File: config.mk
export PLATFORM = sky130hd
export DESIGN_NAME = reorder_buffer
export DESIGN_NICKNAME = d
export VERILOG_FILES = /design/src/reorder_buffer.sv
export SDC_FILE = /design/constraint.sdc
export NUM_CORES = 1
export LEC_CHECK = 0
export BUFFER_PORTS_ARGS = -buffer_cell sky130_fd_sc_hd__buf_2
export CORE_MARGIN = 2
export CORE_UTILIZATION = 59
export DETAILED_ROUTE_END_ITERATION = 16
export GPL_ROUTABILITY_DRIVEN = 0
export GPL_TIMING_DRIVEN = 0
export PLACE_DENSITY = 0.79
export SLEW_MARGIN = 15
export SYNTH_ARGS = -nofsm -noshare
export SYNTH_HDL_FRONTEND = slang
export SYNTH_SLANG_ARGS = --single-unit
File: constraint.sdc
create_clock -name clock -period 2.1 [get_ports clock]
set_clock_uncertainty 0.1 [all_clocks]
set_input_delay 0.42 -clock clock [delete_from_list [all_inputs] [get_ports clock]]
set_output_delay 0.42 -clock clock [all_outputs]
set_load 0.01 [all_outputs]
File: src/reorder_buffer.sv
// Reorder buffer with slots reserved in order, written by index and drained in order
// Any misuse of the three ports latches the sticky protocol error
module reorder_buffer #(
  parameter int DATA_WIDTH  = 16,
  parameter int INDEX_WIDTH = 3
) (
  input  logic                   clock,
  input  logic                   resetn,
  input  logic                   reserve_enable,
  input  logic                   write_enable,
  input  logic [INDEX_WIDTH-1:0] write_index,
  input  logic [DATA_WIDTH-1:0]  write_data,
  input  logic                   read_enable,
  output logic                   reserve_full,
  output logic                   reserve_empty,
  output logic                   data_full,
  output logic                   data_empty,
  output logic [INDEX_WIDTH-1:0] reserve_index,
  output logic                   read_valid,
  output logic [DATA_WIDTH-1:0]  read_data,
  output logic                   protocol_error
);

  localparam int DEPTH = 1 << INDEX_WIDTH;

  // Slot storage
  logic [DATA_WIDTH-1:0] slot_data [DEPTH];

  // Per-slot reserved and valid bits
  logic [DEPTH-1:0] reserved;
  logic [DEPTH-1:0] reserved_next;
  logic [DEPTH-1:0] valid;
  logic [DEPTH-1:0] valid_next;

  // Pointers carry one extra wrap bit
  logic [INDEX_WIDTH:0] reserve_ptr;
  logic [INDEX_WIDTH:0] reserve_ptr_next;
  logic [INDEX_WIDTH:0] read_ptr;
  logic [INDEX_WIDTH:0] read_ptr_next;
  logic [INDEX_WIDTH-1:0] head;

  logic reserve_error;
  logic write_error;
  logic read_error;

  assign head          = read_ptr[INDEX_WIDTH-1:0];
  assign reserve_index = reserve_ptr[INDEX_WIDTH-1:0];
  assign read_valid    = valid[head];
  assign read_data     = slot_data[head];

  // Misuse of each port
  assign reserve_error = reserve_enable && reserve_full;
  assign write_error   = write_enable && (valid[write_index] || !reserved[write_index]);
  assign read_error    = read_enable && !read_valid;

  // Next-state bookkeeping for all three ports
  always_comb begin
    reserved_next    = reserved;
    valid_next       = valid;
    reserve_ptr_next = reserve_ptr;
    read_ptr_next    = read_ptr;
    if (reserve_enable) begin
      reserved_next[reserve_index] = 1'b1;
      reserve_ptr_next             = reserve_ptr + 1'b1;
    end
    if (write_enable) begin
      valid_next[write_index] = 1'b1;
    end
    // Head slot released on read
    if (read_enable) begin
      valid_next[head]    = 1'b0;
      reserved_next[head] = 1'b0;
      read_ptr_next       = read_ptr + 1'b1;
    end
  end

  // Slot payload
  always_ff @(posedge clock) begin
    if (write_enable) begin
      slot_data[write_index] <= write_data;
    end
  end

  always_ff @(posedge clock or negedge resetn) begin
    if (!resetn) begin
      reserved       <= '0;
      valid          <= '0;
      reserve_ptr    <= '0;
      read_ptr       <= '0;
      reserve_full   <= 1'b0;
      reserve_empty  <= 1'b1;
      data_full      <= 1'b0;
      data_empty     <= 1'b1;
      protocol_error <= 1'b0;
    end else begin
      reserved    <= reserved_next;
      valid       <= valid_next;
      reserve_ptr <= reserve_ptr_next;
      read_ptr    <= read_ptr_next;
      // Flags follow the next-state pointers
      reserve_full  <= (reserve_ptr_next[INDEX_WIDTH-1:0] == read_ptr_next[INDEX_WIDTH-1:0])
                    && (reserve_ptr_next[INDEX_WIDTH] != read_ptr_next[INDEX_WIDTH]);
      reserve_empty <= reserve_ptr_next == read_ptr_next;
      data_full     <= &valid_next;
      data_empty    <= ~|valid_next;
      // Sticky once set
      protocol_error <= protocol_error | reserve_error | write_error | read_error;
    end
  end

endmodule

==> results.toml <==
[outcome]
status = "finished, violations left"
violations = "setup timing"

[global_route]
grt_usage_pct = 25.0
antenna_found_initial = 0
grt_pass1_wl_mm = 20.5
grtUsageMet1_pct = 33.5
grt_remaining_overflow = 0
grt_max_degree = 30
gr-usage-met3_pct = 6.21
grt_pass1_vias = 3741
top_usage_layer = "met2"
grtUsageMet2_pct = 40.8

[logic_synthesis]
yosys_warnings = 0
seq_area_frac_synth_pct = 71.4
synth_fp_nets = 389
synth.avg_cell_area_um2 = 17.6
synth_seq_cells = 157
synthFlopType = "edfxtp_1"
syn-cell-area_mm2 = 0.00640
async_flop_share_pct = 18.5
synthTopCellsByArea = "edfxtp_1 (60%), mux4_2 (12%), dfrtp_1 (11%), nand2_1 (3.2%), mux4_1 (1.6%)"
syn_inst = 363
synth_edf_count = 128
synth_top_area_cell = "edfxtp_1"
synth.distinct_cells = 45
yosysTopAreaCellShare_pct = 60.0

[detailed_routing]
wl_per_cell_um = 23.5
via_per_inst = 6.15
ant_nets = 0
drt_wl_total_mm = 14.0
initialDrtViolationCount = 415
num_vias = 3651
dr.pass1.iters = 5
drc = 0

[floorplanning]
pin_count = 49
initial_utilization_pct = 59.9
die_x_um = 108
row_count = 38
core_area_mm2 = 0.0107
die-area_mm2 = 0.0117
die_h_um = 108

[setup_path]
worstPathArrival_ns = 2.11
cp_slowest_stage_delay_ns = 0.54
endpoint_kind = "output pin"
path_max_fanout = 4
crit_type = "flop to output pin"
critPathLaunchType = "flop"
path_buf_inv = 2
path_cells = "clkbuf_16 > mux4_2 > mux2_4 > buf_6"
required_ns = 1.58
path_delay_family = "multiplexers"
crit_path_top_delay_cell = "mux4_2"

[pwr]
power_density_mw_per_mm2 = 1410
p_total_mw = 11.0
p_leak_nw = 2.89
vdd_drop_max_uv = 732

[layout]
utilization_pct = 72.6
drive_gt1_share_pct = 36.8
nets = 467
syn2layout_area_growth_pct = 21.2
final_cell_area_mm2 = 0.00776
fillers = 636
layout_common_cells = "edfxtp_1 (128), nand2_1 (48), buf_2 (45)"
diodes = 0
layout_commonest_cell = "edfxtp_1"
finalNonFillerCells = 594

[placement]
placed_area_mm2 = 0.00689
pre_cts_slack_ns = -0.629
dp.cells = 552
portBuffers = 45
hpwl_mm = 8.12

[sta]
grt_setup_unrepaired = "yes"
fmax_mhz = 381
whs_ns = 0.0547
hold_viol = 0
slew_violations = 0
setup_tns_ns = -8.22
tightest_slew_ns = 1.02
slew_headroom_pct = 31.8
final-setup-viol-count = 17
post-route-period-util_pct = 125
period_needed_ns = 2.63
final.setup.worst_slack_ns = -0.525

[cts]
max-clock-path-buffers = 2
clk_pin_slew_worst_paths_ns = 0.06
cts_buffers = 17
cts_tree = "yes"
cts.sinks = 157
htreeDepth = 4
clk_latency_ns = 0.53
cts_root_buf = "clkbuf_8"

[min_path]
hp-class = "primary input to flop"

[flow_run]
drv_cap = 0
## cell usage after synthesis, types with 3 or more instances
cell type / n
edfxtp_1: 128
nand2_1: 55
mux4_2: 34
dfrtp_1: 27
nor2_1: 18
inv_1: 9
buf_2: 6
buf_4: 6
clkbuf_1: 6
nand2b_1: 6
a21oi_1: 5
xor2_1: 5
a31oi_1: 4
mux2_2: 4
mux4_1: 4
xnor2_1: 4
and4b_1: 3
buf_6: 3
nor3b_1: 3
## final timing paths
kind | start | end | slack (ns) | cells after the start
worst max-delay path | read_ptr[0] | read_valid | -0.53 | 4
worst min-delay path | write_data[7] | slot_data[5][7] | 0.05 | 1
worst max register to register | read_ptr[0] | data_empty | 0.10 | 6
worst min register to register | reserved[5] | reserved[5] | 0.41 | 2
max in group asynchronous | resetn | read_ptr[1] | 1.07 | 2
min in group asynchronous | resetn | reserve_ptr[3] | 0.36 | 2
## power breakdown
part           total, mW  switching, mW  internal (mW)
Sequential          3.99          0.279           3.72
Clock               2.98           1.18           1.79
Combinational       3.98           1.97           2.01
Total               11.0           3.43           7.52
## layout make-up
class,count,area [um^2],area share [%]
Multi-Input combinational cell,175,1740,22.4
Tap cell,140,175,2.26
Inverter,10,38.8,0.500
Clock buffer,19,422,5.43
Clock inverter,13,149,1.92
Sequential cell,157,4570,58.9
Timing Repair Buffer,59,444,5.72
Buffer,21,218,2.80
## sequential cells by signal, summed over array words and instances (netlist names)
| name | cells |
|---|---|
| data_empty | 1 |
| data_full | 1 |
| protocol_error | 1 |
| read_ptr | 4 |
| reserve_empty | 1 |
| reserve_full | 1 |
| reserve_ptr | 4 |
| reserved | 8 |
| slot_data | 128 |
| valid | 8 |
## worst register-to-register path, delay by kind of cell, from the launching register on
family | cells | cell delay, ns
AOI/OAI and AO/OA | 2 | 0.62
DFF | 1 | 0.46
and+or+nand+nor | 1 | 0.28
buffers and inverters | 3 | 0.46
## routing by layer
metal  wire length [um]  part of all wire [%]
met5                  0                     0
met4                280                   2.0
met3                984                   7.1
met2               7210                    52
met1               5480                    39
## cell families (layout without fill, tap and decap cells)
group	count (synthesis)	in the layout	synth area share [%]
flops	157	157	71.4
simple gates	99	99	7.46
mux	43	43	14.5
buf+inv	31	122	2.64
compound gates	22	22	2.42
xor+xnor	9	9	1.23
fa+ha+maj	2	2	0.391
## repair_timing
item	CTS	global route
setup buffers	2	3
hold endpoints to repair	27	0
resized for setup	30	17
gates cloned	0	4
pin swaps	0	15
hold buffers	1	0
endpoints found under the setup margin	19	19
(Power assumes the default switching activity.)
