==> config.mk <==
export PLATFORM = sky130hd
export DESIGN_NAME = compute_lane
export DESIGN_NICKNAME = d
export VERILOG_FILES = /design/src/rob_pkg.sv /design/src/compute_lane.sv
export SDC_FILE = /design/constraint.sdc
export NUM_CORES = 1
export LEC_CHECK = 0
export BUFFER_PORTS_ARGS = -buffer_cell sky130_fd_sc_hd__buf_2
export CAP_MARGIN = 20
export CORE_MARGIN = 4
export CORE_UTILIZATION = 47
export DETAILED_ROUTE_END_ITERATION = 6
export GPL_TIMING_DRIVEN = 0
export PLACE_DENSITY = 0.7
export SYNTH_ARGS = -nofsm -noshare
export SYNTH_HDL_FRONTEND = slang
export SYNTH_SLANG_ARGS = --single-unit
==> constraint.sdc <==
create_clock -name clock -period 16.2 [get_ports clock]
set_input_delay 1.62 -clock clock [delete_from_list [all_inputs] [get_ports clock]]
set_output_delay 1.62 -clock clock [all_outputs]
set_load 0.01 [all_outputs]
==> src/rob_pkg.sv <==
// Shared opcode and lane state types, plus the per-opcode latency and result functions
// Imported by the lanes, the top level and the testbench
package rob_pkg;

  // Request opcodes
  typedef enum logic [1:0] {
    OP_ADD = 2'd0,
    OP_XOR = 2'd1,
    OP_MUL = 2'd2
  } rob_op_t;

  // Compute lane FSM states
  typedef enum logic [1:0] {
    LANE_IDLE = 2'd0,
    LANE_BUSY = 2'd1,
    LANE_DONE = 2'd2
  } lane_state_t;

  // Busy cycles spent per opcode
  function automatic logic [2:0] op_latency(input rob_op_t op);
    case (op)
      OP_ADD:  return 3'd1;
      OP_XOR:  return 3'd2;
      OP_MUL:  return 3'd4;
      default: return 3'd1;
    endcase
  endfunction

  // Result of one request, truncated to 16 bits
  function automatic logic [15:0] op_result(input rob_op_t op, input logic [15:0] a,
                                            input logic [15:0] b);
    case (op)
      OP_ADD:  return a + b;
      OP_XOR:  return a ^ b;
      // Low half of the product
      OP_MUL:  return a * b;
      default: return '0;
    endcase
  endfunction

endpackage

==> src/compute_lane.sv <==
// One compute lane: small request queue feeding an FSM with opcode-dependent latency
// Returns a credit on every pop and holds its result until the collector grants it
module compute_lane #(
  parameter int DATA_WIDTH  = 16,
  parameter int INDEX_WIDTH = 3,
  parameter int LANE_DEPTH  = 2
) (
  input  logic                   clock,
  input  logic                   resetn,
  input  logic                   issue_valid,
  input  rob_pkg::rob_op_t       issue_opcode,
  input  logic [DATA_WIDTH-1:0]  issue_operand_a,
  input  logic [DATA_WIDTH-1:0]  issue_operand_b,
  input  logic [INDEX_WIDTH-1:0] issue_index,
  input  logic                   done_grant,
  output logic                   credit_return,
  output logic                   done_valid,
  output logic [INDEX_WIDTH-1:0] done_index,
  output logic [DATA_WIDTH-1:0]  done_data
);

  import rob_pkg::*;

  localparam int PTR_WIDTH   = (LANE_DEPTH > 1) ? $clog2(LANE_DEPTH) : 1;
  localparam int COUNT_WIDTH = $clog2(LANE_DEPTH + 1);

  // Request queue
  rob_op_t                q_opcode    [LANE_DEPTH];
  logic [DATA_WIDTH-1:0]  q_operand_a [LANE_DEPTH];
  logic [DATA_WIDTH-1:0]  q_operand_b [LANE_DEPTH];
  logic [INDEX_WIDTH-1:0] q_index     [LANE_DEPTH];
  logic [PTR_WIDTH-1:0]   wr_ptr;
  logic [PTR_WIDTH-1:0]   rd_ptr;
  logic [COUNT_WIDTH-1:0] q_count;
  logic                   pop;

  // Request in execution
  lane_state_t            state;
  logic [2:0]             busy_count;
  rob_op_t                cur_opcode;
  logic [DATA_WIDTH-1:0]  cur_operand_a;
  logic [DATA_WIDTH-1:0]  cur_operand_b;
  logic [INDEX_WIDTH-1:0] cur_index;
  logic [DATA_WIDTH-1:0]  result;

  // Pop only when idle and something is queued
  assign pop           = (state == LANE_IDLE) && (q_count != '0);
  assign credit_return = pop;
  assign done_valid    = state == LANE_DONE;
  assign done_index    = cur_index;
  assign done_data     = result;

  // Queue entries and execution payload
  always_ff @(posedge clock) begin
    if (issue_valid) begin
      q_opcode[wr_ptr]    <= issue_opcode;
      q_operand_a[wr_ptr] <= issue_operand_a;
      q_operand_b[wr_ptr] <= issue_operand_b;
      q_index[wr_ptr]     <= issue_index;
    end
    if (pop) begin
      cur_opcode    <= q_opcode[rd_ptr];
      cur_operand_a <= q_operand_a[rd_ptr];
      cur_operand_b <= q_operand_b[rd_ptr];
      cur_index     <= q_index[rd_ptr];
    end
    // Result captured on the last busy cycle
    if (state == LANE_BUSY && busy_count == 3'd1) begin
      result <= op_result(cur_opcode, cur_operand_a, cur_operand_b);
    end
  end

  always_ff @(posedge clock or negedge resetn) begin
    if (!resetn) begin
      wr_ptr     <= '0;
      rd_ptr     <= '0;
      q_count    <= '0;
      state      <= LANE_IDLE;
      busy_count <= '0;
    end else begin
      if (issue_valid) begin
        wr_ptr <= (int'(wr_ptr) == LANE_DEPTH - 1) ? '0 : wr_ptr + 1'b1;
      end
      if (pop) begin
        rd_ptr <= (int'(rd_ptr) == LANE_DEPTH - 1) ? '0 : rd_ptr + 1'b1;
      end
      q_count <= q_count + COUNT_WIDTH'(issue_valid) - COUNT_WIDTH'(pop);
      case (state)
        LANE_IDLE: begin
          if (pop) begin
            state      <= LANE_BUSY;
            busy_count <= op_latency(q_opcode[rd_ptr]);
          end
        end
        LANE_BUSY: begin
          busy_count <= busy_count - 1'b1;
          if (busy_count == 3'd1) begin
            state <= LANE_DONE;
          end
        end
        // Wait for the collector
        LANE_DONE: begin
          if (done_grant) begin
            state <= LANE_IDLE;
          end
        end
        default: state <= LANE_IDLE;
      endcase
    end
  end

endmodule

==> summary.txt <==
status -> completed
clock buffer count from CTS -> 17
top_reg_cell synth -> edfxtp_1
final setup fails -> 0
number of remaining DRC errors -> 0
Post-CTS Hold Buffers -> 0
synthesized area per cell -> 11.70 um^2
GR Layer Usage met2 -> 32.09%
Worst setup SP type -> flop
fin crit share -> 39.19%
share of cells above drive strength 1 -> 16.20%
Slew Limit Fails -> 0
GRT Total Usage -> 19.16%
clock root buffer -> clkbuf_16
clk_skew -> 14.03 ps
relative slew slack -> 42.03%
vias -> 6187
ANT cells -> 0
DRT iter0 DRCs -> 255
worst slew pin tran -> 869.6 ps
Worst EP required -> 16350 ps
Fin Setup TNS -> 0 ps
Reg clk slew, reported paths -> 70 ps
Clock Sinks -> 136
MaxCap Viol Count -> 0
HP Start -> q_index[1][2]
Nets -> 1106
number of synthesis warnings -> 0
H-tree Lvls -> 4
DP HPWL -> 15.38 mm
vias in the first global route -> 6383
FFs w/ async S/R, synth -> 6.618%
WL final -> 20.41 mm
Post-Syn Instances -> 830
Core ar. -> 20300 um^2
crit path kind -> reg2reg
Tmin final -> 6349 ps
net count after synthesis -> 1023
Port Buf Inserts -> 61
Starting Density -> 47.82%
first-pass GRT wire length -> 33.54 mm
Synth Register Bits -> 136
placed instance area -> 10430 um^2
number of gates resized after CTS -> 0
crit path from -> cur_operand_b[1]
DR pass1 iterations -> 5
fin cells -> 1196
gr busiest metal -> met2
Core Rows -> 52
Final Hold Viols -> 0
critical path arrival -> 6500 ps
routed len/inst -> 17.06 um
CTS tree -> yes
vias per cell -> 5.173
clock latency on the worst-skew pair -> 420 ps
FMAX -> 0.1575 GHz
IO Pins -> 62
Place WS -> 9834 ps
critical path peak fanout -> 10
CP endpoint kind -> flop
initial antenna violation count -> 0
die height -> 151.7 um
CTS Buffer Depth -> 2
grt total ovfl -> 0
Die X -> 151.7 um
HP Class -> reg2reg
fin area -> 11030 um^2
M3 GR Usage -> 2.617%
synth-to-layout area growth -> 13.64%
Placed Cells -> 1164
EDFF count, synth -> 127
antenna-violating nets left -> 0
RSZ-0062 raised after global routing -> no
Yosys cell types -> 55
sequential fraction of the synthesis area -> 41.60%
R2R Path Start -> cur_operand_b[1]
R2R Setup Slk -> 9850 ps
Die ar. -> 23020 um^2
pin count of the biggest net entering global routing -> 38
# Post-CTS Setup Buffers -> 0
Cell Area, Synth -> 9708 um^2
final worst slack -> 9851 ps
Global Route met1 Usage -> 25.83%
RePlAce Congestion -> 0.9229
-- Yosys cell counts, drive strengths merged (2+ instances only) --
cell | count | area (um^2)
a22oi | 2 | 15.01
or2 | 2 | 12.51
and2 | 67 | 420.4
a31oi | 5 | 31.28
edfxtp | 127 | 3814
o211ai | 11 | 82.58
o31ai | 3 | 41.29
ha | 72 | 900.9
clkbuf | 20 | 105.1
buf | 3 | 11.26
fa | 80 | 1602
nand3b | 3 | 22.52
nor2 | 24 | 90.09
a21oi | 17 | 88.84
o21ai | 23 | 115.1
nor3 | 19 | 95.09
a211oi | 4 | 35.03
xor2 | 9 | 78.83
nand3 | 7 | 35.03
o21bai | 3 | 22.52
nor2b | 4 | 25.02
nand2b | 9 | 56.30
or3 | 4 | 26.28
inv | 124 | 465.5
nand2 | 80 | 300.3
xnor2 | 34 | 305.3
mux2 | 37 | 416.7
dfrtp | 9 | 225.2
mux2i | 6 | 60.06
o22ai | 3 | 18.77
a21o | 4 | 30.03
-- final timing paths --
path                                       to  cells past startpoint
max in group asynchronous       busy_count[1]                      1
worst min register to register  done_index[2]                      1
worst max-delay path            done_data[14]                     18
worst max register to register  done_data[14]                     18
worst min-delay path            done_index[2]                      1
min in group asynchronous            state[0]                      1
-- per-layer routing --
layer | vias to the layer above | wire length, um
met5 | - | 0
met2 | 165 | 10190
met4 | 0 | 493
met1 | 3041 | 8834
li1 | 2947 | -
met3 | 34 | 884
-- cell type report --
type	count	area, um^2
Fill cell	1766	9268
Multi-Input combinational cell	547	5104
Sequential cell	136	4039
Inverter	124	465.4
Clock buffer	17	425.4
Timing Repair Buffer	64	364.1
Tap cell	270	337.8
Clock inverter	15	180.2
Buffer	23	116.4
-- through the flow --
stage | util (%) | hold WS (ps)
after global placement | 50.99 | 467.4
after floorplan | - | 453.1
after CTS | 54.35 | 547.5
after detailed placement | 51.36 | 532.9
after global routing | 54.35 | 557.1
final | 54.35 | 547.2
-- kinds of logic (layout without fill, tap and decap cells) --
family                     count (synthesis)  in the layout  share of synthesized area [%]
muxes                                     43             43                          4.910
DFF                                      136            136                          41.60
and+or+nand+nor                          222            222                          11.39
AOI/OAI and AO/OA                         86             86                          6.135
xor gates and xnor gates                  44             44                          4.189
adders and majority gates                152            152                          25.78
buffers and inverters                    147            243                          5.993
-- placed cells by master (no fill, tap or decap), types with 11 or more instances in the layout --
master | synthesis | final
ha_1 | 72 | 72
mux2_2 | 37 | 37
fa_1 | 80 | 80
and2_1 | 66 | 65
o21ai_0 | 18 | 18
edfxtp_1 | 127 | 127
a21oi_1 | 16 | 16
xnor2_1 | 33 | 33
buf_2 | 0 | 61
nand2_1 | 80 | 80
o211ai_1 | 11 | 11
nor3_1 | 19 | 19
clkbuf_1 | 17 | 17
clkbuf_16 | 0 | 17
inv_1 | 124 | 124
nor2_1 | 24 | 23
-- state kept, by name, summed over array words and instances, names as in the netlist --
register,count
q_operand_a,32
q_operand_b,32
cur_operand_a,16
cur_operand_b,16
done_data,16
q_index,6
q_opcode,4
busy_count,3
done_index,3
cur_opcode,2
q_count,2
state,2
rd_ptr,1
wr_ptr,1
-- worst max-delay path, stage by stage (launching register included) --
cell	delay (ps)
edfxtp_1	560
clkbuf_1	590
nand2_1	180
fa_1	540
fa_1	580
fa_1	460
fa_1	540
inv_1	50
fa_1	470
inv_1	50
fa_1	480
inv_1	50
ha_1	370
nand3_1	100
a211oi_1	280
nor3_1	110
nor3_1	280
xnor2_1	220
o211ai_1	180
Power is left out: the tool's default activity adds up to more than one toggle a clock period on the data nets, which glitch-free logic cannot reach.
